===== src/source/ddr2_cpu_pkg.sv =====
`default_nettype none

package ddr2_cpu_pkg;

  // command codes understood by the DDR2 controller address FIFO
  typedef enum logic [2:0] {
    DDR_CMD_WRITE = 3'b000,
    DDR_CMD_READ  = 3'b001
  } ddr_cmd_e;

  // controller command address, one unit per 16-bit halfword
  typedef logic [30:0] ddr_addr_t;

  // one data FIFO or read data word
  typedef logic [127:0] ddr_word_t;

  // a set bit keeps the matching byte from being written
  typedef logic [15:0] ddr_mask_t;

  typedef logic [15:0] wb_data_t;
  typedef logic [1:0]  wb_sel_t;

  // register offsets, decoded from wishbone address bits [2:1]
  localparam logic [1:0] REG_STATUS  = 2'd0;
  localparam logic [1:0] REG_PAGE    = 2'd1;
  localparam logic [1:0] REG_REQUEST = 2'd2;

  // cycles the DDR reset is held high after a trigger
  localparam int RESET_STRETCH = 8;

endpackage

`default_nettype wire


===== src/source/mem_req_if.sv =====
`timescale 1ns/1ps
`default_nettype none

// one memory request from the wishbone side and its single response
interface mem_req_if;

  logic                    req_valid;
  logic                    req_ready;
  logic                    req_we;
  ddr2_cpu_pkg::ddr_addr_t req_addr;
  ddr2_cpu_pkg::ddr_word_t req_data;
  ddr2_cpu_pkg::ddr_mask_t req_mask;

  // resp_data only carries meaning for reads
  logic                    resp_valid;
  ddr2_cpu_pkg::ddr_word_t resp_data;

  modport bridge (
    output req_valid, req_we, req_addr, req_data, req_mask,
    input  req_ready, resp_valid, resp_data
  );

  modport issuer (
    input  req_valid, req_we, req_addr, req_data, req_mask,
    output req_ready, resp_valid, resp_data
  );

endinterface

`default_nettype wire


===== src/source/ddr2_cpu_interface.sv =====
`timescale 1ns/1ps
`default_nettype none

module ddr2_cpu_interface #(
  parameter int SOFT_ADDR_BITS = 8
) (
  input  wire                          ddr_clk_0,
  input  wire                          ddr_reset_int,
  input  wire                          reg_wb_cyc_i,
  input  wire                          reg_wb_stb_i,
  input  wire                          reg_wb_we_i,
  input  wire ddr2_cpu_pkg::wb_sel_t   reg_wb_sel_i,
  input  wire [31:0]                   reg_wb_adr_i,
  input  wire ddr2_cpu_pkg::wb_data_t  reg_wb_dat_i,
  output wire ddr2_cpu_pkg::wb_data_t  reg_wb_dat_o,
  output wire                          reg_wb_ack_o,
  input  wire                          mem_wb_cyc_i,
  input  wire                          mem_wb_stb_i,
  input  wire                          mem_wb_we_i,
  input  wire ddr2_cpu_pkg::wb_sel_t   mem_wb_sel_i,
  input  wire [31:0]                   mem_wb_adr_i,
  input  wire ddr2_cpu_pkg::wb_data_t  mem_wb_dat_i,
  output wire ddr2_cpu_pkg::wb_data_t  mem_wb_dat_o,
  output wire                          mem_wb_ack_o,
  input  wire                          ddr2_phy_rdy_i,
  output wire                          ddr2_request_o,
  input  wire                          ddr2_granted_i,
  output wire                          ddr2_rst_o,
  output wire ddr2_cpu_pkg::ddr_cmd_e  ddr2_af_cmnd_o,
  output wire ddr2_cpu_pkg::ddr_addr_t ddr2_af_addr_o,
  output wire                          ddr2_af_wen_o,
  input  wire                          ddr2_af_afull_i,
  output wire ddr2_cpu_pkg::ddr_word_t ddr2_df_data_o,
  output wire ddr2_cpu_pkg::ddr_mask_t ddr2_df_mask_o,
  output wire                          ddr2_df_wen_o,
  input  wire                          ddr2_df_afull_i,
  input  wire ddr2_cpu_pkg::ddr_word_t ddr2_data_i,
  input  wire                          ddr2_dvalid_i
);

  wire [SOFT_ADDR_BITS-1:0] soft_addr;

  mem_req_if mem_req ();

  reg_wb_attach #(
    .SOFT_ADDR_BITS (SOFT_ADDR_BITS)
  ) reg_wb_attach_i (
    .ddr_clk_0     (ddr_clk_0),
    .ddr_reset_int (ddr_reset_int),
    .wb_cyc_i      (reg_wb_cyc_i),
    .wb_stb_i      (reg_wb_stb_i),
    .wb_we_i       (reg_wb_we_i),
    .wb_sel_i      (reg_wb_sel_i),
    .wb_adr_i      (reg_wb_adr_i),
    .wb_dat_i      (reg_wb_dat_i),
    .wb_dat_o      (reg_wb_dat_o),
    .wb_ack_o      (reg_wb_ack_o),
    .phy_rdy_i     (ddr2_phy_rdy_i),
    .bus_granted_i (ddr2_granted_i),
    .bus_request_o (ddr2_request_o),
    .soft_addr_o   (soft_addr),
    .ddr_rst_o     (ddr2_rst_o)
  );

  mem_wb_bridge #(
    .SOFT_ADDR_BITS (SOFT_ADDR_BITS)
  ) mem_wb_bridge_i (
    .ddr_clk_0     (ddr_clk_0),
    .ddr_reset_int (ddr_reset_int),
    .ddr_rst_i     (ddr2_rst_o),
    .wb_cyc_i      (mem_wb_cyc_i),
    .wb_stb_i      (mem_wb_stb_i),
    .wb_we_i       (mem_wb_we_i),
    .wb_sel_i      (mem_wb_sel_i),
    .wb_adr_i      (mem_wb_adr_i),
    .wb_dat_i      (mem_wb_dat_i),
    .wb_dat_o      (mem_wb_dat_o),
    .wb_ack_o      (mem_wb_ack_o),
    .soft_addr_i   (soft_addr),
    .req           (mem_req)
  );

  ddr_cmd_issuer ddr_cmd_issuer_i (
    .ddr_clk_0     (ddr_clk_0),
    .ddr_reset_int (ddr_reset_int),
    .ddr_rst_i     (ddr2_rst_o),
    .req           (mem_req),
    .granted_i     (ddr2_granted_i),
    .af_cmnd_o     (ddr2_af_cmnd_o),
    .af_addr_o     (ddr2_af_addr_o),
    .af_wen_o      (ddr2_af_wen_o),
    .af_afull_i    (ddr2_af_afull_i),
    .df_data_o     (ddr2_df_data_o),
    .df_mask_o     (ddr2_df_mask_o),
    .df_wen_o      (ddr2_df_wen_o),
    .df_afull_i    (ddr2_df_afull_i),
    .rd_data_i     (ddr2_data_i),
    .rd_dvalid_i   (ddr2_dvalid_i)
  );

endmodule

`default_nettype wire


===== src/source/ddr_cmd_issuer.sv =====
`timescale 1ns/1ps
`default_nettype none

module ddr_cmd_issuer (
  input  wire                          ddr_clk_0,
  input  wire                          ddr_reset_int,
  input  wire                          ddr_rst_i,
  mem_req_if.issuer                    req,
  input  wire                          granted_i,
  output ddr2_cpu_pkg::ddr_cmd_e       af_cmnd_o,
  output ddr2_cpu_pkg::ddr_addr_t      af_addr_o,
  output logic                         af_wen_o,
  input  wire                          af_afull_i,
  output ddr2_cpu_pkg::ddr_word_t      df_data_o,
  output ddr2_cpu_pkg::ddr_mask_t      df_mask_o,
  output logic                         df_wen_o,
  input  wire                          df_afull_i,
  input  wire ddr2_cpu_pkg::ddr_word_t rd_data_i,
  input  wire                          rd_dvalid_i
);

  typedef enum logic [1:0] {ST_IDLE, ST_WR2, ST_RD_WAIT, ST_RESP} state_e;

  state_e                  state;
  logic                    accept;
  logic                    rd_dvalid_q;
  ddr2_cpu_pkg::ddr_word_t rd_data_q;

  // both FIFOs need room since a write takes one command and two data slots
  assign req.req_ready = (state == ST_IDLE) && granted_i && !af_afull_i &&
                         !df_afull_i && !ddr_rst_i;
  assign accept = req.req_valid && req.req_ready;

  always_ff @(posedge ddr_clk_0) begin
    if (ddr_reset_int || ddr_rst_i) begin
      state          <= ST_IDLE;
      af_wen_o       <= 1'b0;
      df_wen_o       <= 1'b0;
      req.resp_valid <= 1'b0;
      rd_dvalid_q    <= 1'b0;
    end else begin
      af_wen_o       <= 1'b0;
      df_wen_o       <= 1'b0;
      req.resp_valid <= 1'b0;
      rd_dvalid_q    <= rd_dvalid_i;
      case (state)
        ST_IDLE: begin
          if (accept) begin
            af_wen_o <= 1'b1;
            if (req.req_we) begin
              df_wen_o <= 1'b1;
              state    <= ST_WR2;
            end else begin
              state <= ST_RD_WAIT;
            end
          end
        end
        ST_WR2: begin
          // second burst beat waits for data FIFO room
          if (!df_afull_i) begin
            df_wen_o <= 1'b1;
            state    <= ST_RESP;
          end
        end
        ST_RD_WAIT: begin
          if (rd_dvalid_q) begin
            req.resp_valid <= 1'b1;
            state          <= ST_IDLE;
          end
        end
        ST_RESP: begin
          req.resp_valid <= 1'b1;
          state          <= ST_IDLE;
        end
        default: state <= ST_IDLE;
      endcase
    end
  end

  always_ff @(posedge ddr_clk_0) begin
    rd_data_q <= rd_data_i;
    if (accept) begin
      if (req.req_we) begin
        af_cmnd_o <= ddr2_cpu_pkg::DDR_CMD_WRITE;
      end else begin
        af_cmnd_o <= ddr2_cpu_pkg::DDR_CMD_READ;
      end
      af_addr_o <= req.req_addr;
      df_data_o <= req.req_data;
      df_mask_o <= req.req_mask;
    end else if ((state == ST_WR2) && !df_afull_i) begin
      // the second beat writes nothing
      df_data_o <= '0;
      df_mask_o <= '1;
    end
    if ((state == ST_RD_WAIT) && rd_dvalid_q) begin
      req.resp_data <= rd_data_q;
    end
  end

endmodule

`default_nettype wire


===== src/source/mem_wb_bridge.sv =====
`timescale 1ns/1ps
`default_nettype none

module mem_wb_bridge #(
  parameter int SOFT_ADDR_BITS = 8
) (
  input  wire                         ddr_clk_0,
  input  wire                         ddr_reset_int,
  input  wire                         ddr_rst_i,
  input  wire                         wb_cyc_i,
  input  wire                         wb_stb_i,
  input  wire                         wb_we_i,
  input  wire ddr2_cpu_pkg::wb_sel_t  wb_sel_i,
  input  wire [31:0]                  wb_adr_i,
  input  wire ddr2_cpu_pkg::wb_data_t wb_dat_i,
  output ddr2_cpu_pkg::wb_data_t      wb_dat_o,
  output logic                        wb_ack_o,
  input  wire [SOFT_ADDR_BITS-1:0]    soft_addr_i,
  mem_req_if.bridge                   req
);

  // halfword address bits that sit between the page and the lane number
  localparam int LINE_BITS = 28 - SOFT_ADDR_BITS;

  typedef enum logic [1:0] {ST_IDLE, ST_REQ, ST_WAIT} state_e;

  state_e     state;
  logic [2:0] lane;
  logic [2:0] lane_q;
  logic       start;

  assign lane  = wb_adr_i[3:1];
  assign start = (state == ST_IDLE) && wb_cyc_i && wb_stb_i && !wb_ack_o;

  always_ff @(posedge ddr_clk_0) begin
    if (ddr_reset_int || ddr_rst_i) begin
      state         <= ST_IDLE;
      req.req_valid <= 1'b0;
      wb_ack_o      <= 1'b0;
    end else begin
      wb_ack_o <= 1'b0;
      case (state)
        ST_IDLE: begin
          if (start) begin
            req.req_valid <= 1'b1;
            state         <= ST_REQ;
          end
        end
        ST_REQ: begin
          if (req.req_ready) begin
            req.req_valid <= 1'b0;
            state         <= ST_WAIT;
          end
        end
        ST_WAIT: begin
          if (req.resp_valid) begin
            wb_ack_o <= 1'b1;
            state    <= ST_IDLE;
          end
        end
        default: state <= ST_IDLE;
      endcase
    end
  end

  // request fields are frozen at the start of the access and held until accepted
  always_ff @(posedge ddr_clk_0) begin
    if (start) begin
      req.req_we   <= wb_we_i;
      req.req_addr <= {soft_addr_i, wb_adr_i[LINE_BITS+3:4], 3'b000};
      req.req_data <= ddr2_cpu_pkg::ddr_word_t'(wb_dat_i) << {lane, 4'b0000};
      // only the selected bytes of the addressed lane are written
      req.req_mask <= ~(ddr2_cpu_pkg::ddr_mask_t'(wb_sel_i) << {lane, 1'b0});
      lane_q       <= lane;
    end
    if ((state == ST_WAIT) && req.resp_valid && !req.req_we) begin
      wb_dat_o <= req.resp_data[{lane_q, 4'b0000} +: 16];
    end
  end

endmodule

`default_nettype wire


===== src/source/reg_wb_attach.sv =====
`timescale 1ns/1ps
`default_nettype none

module reg_wb_attach #(
  parameter int SOFT_ADDR_BITS = 8
) (
  input  wire                       ddr_clk_0,
  input  wire                       ddr_reset_int,
  input  wire                       wb_cyc_i,
  input  wire                       wb_stb_i,
  input  wire                       wb_we_i,
  input  wire ddr2_cpu_pkg::wb_sel_t  wb_sel_i,
  input  wire [31:0]                wb_adr_i,
  input  wire ddr2_cpu_pkg::wb_data_t wb_dat_i,
  output ddr2_cpu_pkg::wb_data_t    wb_dat_o,
  output logic                      wb_ack_o,
  input  wire                       phy_rdy_i,
  input  wire                       bus_granted_i,
  output logic                      bus_request_o,
  output logic [SOFT_ADDR_BITS-1:0] soft_addr_o,
  output logic                      ddr_rst_o
);

  logic [1:0]  reg_sel;
  logic        wb_access;
  logic        wr_en;
  logic        soft_reset;
  logic [15:0] page_wide;
  logic [15:0] page_merge;
  logic [ddr2_cpu_pkg::RESET_STRETCH-1:0] rst_shift;

  assign reg_sel   = wb_adr_i[2:1];
  // the ack register blocks a second access while the strobe is still held
  assign wb_access = wb_cyc_i && wb_stb_i && !wb_ack_o;
  assign wr_en     = wb_access && wb_we_i;

  assign page_wide  = 16'(soft_addr_o);
  // byte lanes not selected keep their current page bits
  assign page_merge = {wb_sel_i[1] ? wb_dat_i[15:8] : page_wide[15:8],
                       wb_sel_i[0] ? wb_dat_i[7:0]  : page_wide[7:0]};

  assign soft_reset = wr_en && (reg_sel == ddr2_cpu_pkg::REG_STATUS) &&
                      wb_sel_i[0] && wb_dat_i[0];

  always_ff @(posedge ddr_clk_0) begin
    if (ddr_reset_int) begin
      wb_ack_o      <= 1'b0;
      bus_request_o <= 1'b0;
      soft_addr_o   <= '0;
    end else begin
      wb_ack_o <= wb_access;
      if (wr_en && (reg_sel == ddr2_cpu_pkg::REG_PAGE)) begin
        soft_addr_o <= page_merge[SOFT_ADDR_BITS-1:0];
      end
      if (wr_en && (reg_sel == ddr2_cpu_pkg::REG_REQUEST) && wb_sel_i[0]) begin
        bus_request_o <= wb_dat_i[0];
      end
    end
  end

  // read data is sampled in the same cycle the ack is raised
  always_ff @(posedge ddr_clk_0) begin
    if (wb_access) begin
      case (reg_sel)
        ddr2_cpu_pkg::REG_STATUS:  wb_dat_o <= {14'd0, bus_granted_i, phy_rdy_i};
        ddr2_cpu_pkg::REG_PAGE:    wb_dat_o <= page_wide;
        ddr2_cpu_pkg::REG_REQUEST: wb_dat_o <= {15'd0, bus_request_o};
        default:                   wb_dat_o <= '0;
      endcase
    end
  end

  // reset stretcher, the top bit stays high for RESET_STRETCH cycles after a load
  always_ff @(posedge ddr_clk_0) begin
    if (ddr_reset_int || soft_reset) begin
      rst_shift <= '1;
    end else begin
      rst_shift <= {rst_shift[ddr2_cpu_pkg::RESET_STRETCH-2:0], 1'b0};
    end
  end

  assign ddr_rst_o = rst_shift[ddr2_cpu_pkg::RESET_STRETCH-1];

endmodule

`default_nettype wire


===== config.mk =====
export PLATFORM = sky130hd
export DESIGN_NAME = ddr2_cpu_interface
export DESIGN_NICKNAME = d
export VERILOG_FILES = /design/src/source/ddr2_cpu_pkg.sv /design/src/source/mem_req_if.sv /design/src/source/ddr2_cpu_interface.sv /design/src/source/ddr_cmd_issuer.sv /design/src/source/mem_wb_bridge.sv /design/src/source/reg_wb_attach.sv
export SDC_FILE = /design/constraint.sdc
export NUM_CORES = 1
export LEC_CHECK = 0
export BUFFER_PORTS_ARGS = -buffer_cell sky130_fd_sc_hd__buf_2
export CORE_MARGIN = 10
export CORE_UTILIZATION = 54
export CTS_CLUSTER_DIAMETER = 100
export CTS_CLUSTER_SIZE = 30
export DETAILED_ROUTE_END_ITERATION = 16
export PLACE_DENSITY = 0.79
export RECOVER_POWER = 50
export SLEW_MARGIN = 20
export SYNTH_ARGS = -nofsm -noshare
export SYNTH_HDL_FRONTEND = slang
export SYNTH_SLANG_ARGS = --single-unit

===== constraint.sdc =====
create_clock -name ddr_clk_0 -period 27.2 [get_ports ddr_clk_0]
set_clock_uncertainty 0.2 [all_clocks]
set_input_delay 2.72 -clock ddr_clk_0 [delete_from_list [all_inputs] [get_ports ddr_clk_0]]
set_output_delay 2.72 -clock ddr_clk_0 [all_outputs]
set_load 0.005 [all_outputs]

==> results by group <==
Outcome
  – Outcome: finished with violations
  – Failing checks: capacitance limit, slew limit

Power
  – Clock power frac: between 20% and 30%
  – Register share of total power: 69.2%
  – Pint: ~1.3 mW
  – Net Switching: about 0.30 mW
  – Logic pwr share: about 2.6%
  – Switching fraction of total power: a little under a fifth
  – VDD IR-drop max: about 70 uV
  – Power per cell area: around 64 mW/mm^2
  – Lkg Pwr: 8.61 nW

Timing
  – Fmax: ~99 MHz
  – Final period utilization: around 37%
  – Worst slew margin: -531%
  – Fin crit period: between 10 and 15 ns
  – Pins Over Slew Limit: approximately 380
  – Final WS setup: approximately 17 ns
  – RSZ-0062 raised after global routing: false
  – Setup TNS: 0 ns
  – Worst hold margin: between 0.2 and 0.25 ns
  – Final setup violation count: 0
  – Final hold vios: 0
  – Worst slew pin tran: between 9 and 10 ns

Place
  – DP Cell Count: just over 2k
  – Number of buffer cells added on primary ports: slightly below 400
  – Cell Area, Placed: around 0.024 mm^2
  – DP HPWL: 29500 um
  – Pre-CTS setup slack: 21.46 ns
  – GP Congestion: a little under 0.8

Flow run
  – Max Cap Violations: 5

Global routing
  – Largest net degree at the start of global routing: 177
  – Total grt overflow: 0
  – All-Layer GR Usage: between 10% and 20%
  – Initial antenna violation count: 4
  – Vias in the first global route: about 11k
  – First-pass GRT wire length: between 60000 and 70000 um

Layout
  – FF+latch area: 0.0182 mm^2
  – Post-route cell area: 0.0249 mm^2
  – Final net count: approximately 1.8k
  – FILL cells: approximately 2.8k
  – Area delta synth->final: 14.2%
  – Fin cells: ~2.1k
  – Most common library cell in the layout ignoring fill and taps: edfxtp_1
  – Multi-input gate area: ~0.0034 mm^2
  – Layout cell share with drive strength beyond 1: between 20% and 30%
  – Most frequent cells in the layout: edfxtp_1, buf_2, and2_1

Logic synthesis
  – Synth cell types: 39
  – Syn Inst Count: 1150
  – Yosys reg bits: about 660
  – Yosys warnings: 0
  – Sequential-to-total area share from yosys stat: between 80% and 90%
  – Largest cells by area after synthesis: edfxtp_1, dfxtp_1, and2_1, mux4_2, nand2b_1
  – Yosys top cell area share: 68.9%
  – Mapped Area: 0.0218 mm^2
  – Syn_area_per_cell: between 15 and 20 um^2
  – Synth area leader: edfxtp_1

Floorplan
  – FP Rows: 73
  – Initial Util: a little over half
  – I/O Pins: approximately 460
  – Die area: between 0.04 and 0.05 mm^2
  – Core Box Area: about 0.04 mm^2
  – DIE HEIGHT: about 220 um
  – Die X: ~220 um

Clocking
  – Clock Sink Count: 657
  – Maximum clock path buffer count: 3
  – Num CTS Buffers: 25
  – Root Buffer: clkbuf_16
  – Maximum level of the CTS H-tree: 1
  – CTS tree: built
  – Post-CTS sizing: 0
  – Clock latency at the later pin of the worst-skew pair: between 0.5 and 0.6 ns
  – Hold_buf cts: 0
  – Setup bufs post-CTS: 0
  – Worst-path clk slew: around 0.11 ns

Critical path
  – Crit path kind: in2reg
  – Critical Path RT: 26.90 ns
  – Startpoint Class: primary input
  – CP Data Arrival Time: between 9 and 10 ns
  – Crit-path max FO: about 180
  – CP Capture Type: flip-flop

Detailed routing
  – Drt wl/cell: 20.1 um
  – Via Count: about 10k
  – DR iter-0 viols: between 900 and 1k
  – DRC errors left: 0
  – Final ANT Viol Nets: 0
  – First-pass iteration count of the detailed router: 5
  – Vias per cell: 4.95
  – Routed WL: between 40000 and 50000 um

Worst hold path
  – Min-delay worst type: reg2reg
==> state kept, by name (all words and copies together), names as in the netlist, 2 cells and up <==
name and count:
mem_wb_bridge_i.lane_q 3, mem_wb_bridge_i.req.req_data 128, ddr_cmd_issuer_i.af_addr_o 28, reg_wb_attach_i.soft_addr_o 8
reg_wb_attach_i.wb_dat_o 8, ddr_cmd_issuer_i.rd_data_q 128, ddr_cmd_issuer_i.state 2, ddr_cmd_issuer_i.df_mask_o 16
ddr_cmd_issuer_i.df_data_o 128, reg_wb_attach_i.rst_shift 8, mem_wb_bridge_i.req.req_mask 16, mem_wb_bridge_i.state 2
mem_wb_bridge_i.req.req_addr 28, ddr_cmd_issuer_i.req.resp_data 128, mem_wb_bridge_i.wb_dat_o 16
==> cell usage after synthesis <==
cell and instances:
conb_1 1, nor4b_4 1, a22oi_1 1, buf_6 6
nor4_1 2, nand4_1 2, or3_1 1, mux4_2 32
nand3_2 1, mux2_2 16, a31oi_1 2, inv_1 5
clkinv_2 1, a21oi_1 1, and2_1 262, nor2b_1 3
mux2i_1 11, nor4bb_1 2, buf_2 4, o22ai_1 1
and4_1 1, edfxtp_1 501, nor3b_1 4, nand2_1 24
or2_1 1, buf_4 16, clkbuf_2 7, dfxtp_1 156
or4_1 1, a41oi_1 1, and3b_1 3, nor2_1 9
buf_1 5, nand3b_1 2, and3_1 2, nor3_1 2
nand2b_1 41, o21ai_0 3, clkbuf_1 16
==> final cells by class <==
type | instances | share of cell area (%)
Antenna cell | 1 | 0.0100
Clock buffer | 42 | 2.77
Clock inverter | 2 | 0.0552
Inverter | 6 | 0.0954
Multi-Input combinational cell | 445 | 13.5
Sequential cell | 657 | 72.9
Tap cell | 525 | 2.64
Timing Repair Buffer | 408 | 8.04
==> power groups by stage <==
| stage | combinational (mW) | sequential [mW] | clock [mW] |
|---|---|---|---|
| after floorplan | 0.0202 | 1.13 | 0 |
| after global placement | 0.0422 | 1.12 | 0 |
| after detailed placement | 0.0437 | 1.12 | 0 |
| after CTS | 0.0440 | 1.10 | 0.459 |
| after global routing | 0.0461 | 1.10 | 0.494 |
| final | 0.0418 | 1.10 | 0.448 |
==> kinds of logic (layout without fill, tap and decap cells) <==
group / Yosys count / after routing / synth area share (%)
AND/OR/NAND/NOR: 364 / 364 / 10.3
flip-flops: 657 / 657 / 83.3
multiplexers: 59 / 59 / 4.63
buffers and inverters: 60 / 458 / 1.58
AO/OA/AOI/OAI: 9 / 9 / 0.252
other: 1 / 14 / 0.0172
==> stage by stage <==
step / power [mW] / util [%]
2_1_floorplan: 1.15 / -
3_3_place_gp: 1.16 / 61.1
3_5_place_dp: 1.17 / 61.1
4_1_cts: 1.60 / 62.9
5_1_grt: 1.65 / 62.6
6_report: 1.59 / 62.6
==> worst max-delay path, cell delays in order <==
cell,delay [ns]
clkbuf_1,0.13
nand2_1,0.08
nor4_2,0.13
clkbuf_1,6.52
==> metal layers <==
metal  track usage, %  routed length (um)
met3             4.09                2970
met1             20.5               16800
met4             3.94                1010
met5                0                  47
met2             28.7               21100
==> worst paths after layout <==
path	startpoint	end	slack (ns)	cells past startpoint
hold / removal	ddr_cmd_issuer_i.rd_data_q[8]	ddr_cmd_issuer_i.req.resp_data[8]	0.21	0
setup / recovery	mem_wb_cyc_i	mem_wb_bridge_i.req.req_data[0]	17.07	4
setup reg to reg	mem_wb_bridge_i.state[0]	mem_wb_bridge_i.req.req_data[0]	18.92	2
hold reg to reg	ddr_cmd_issuer_i.rd_data_q[8]	ddr_cmd_issuer_i.req.resp_data[8]	0.21	0
Note: power is estimated with default switching activity, not from simulation.
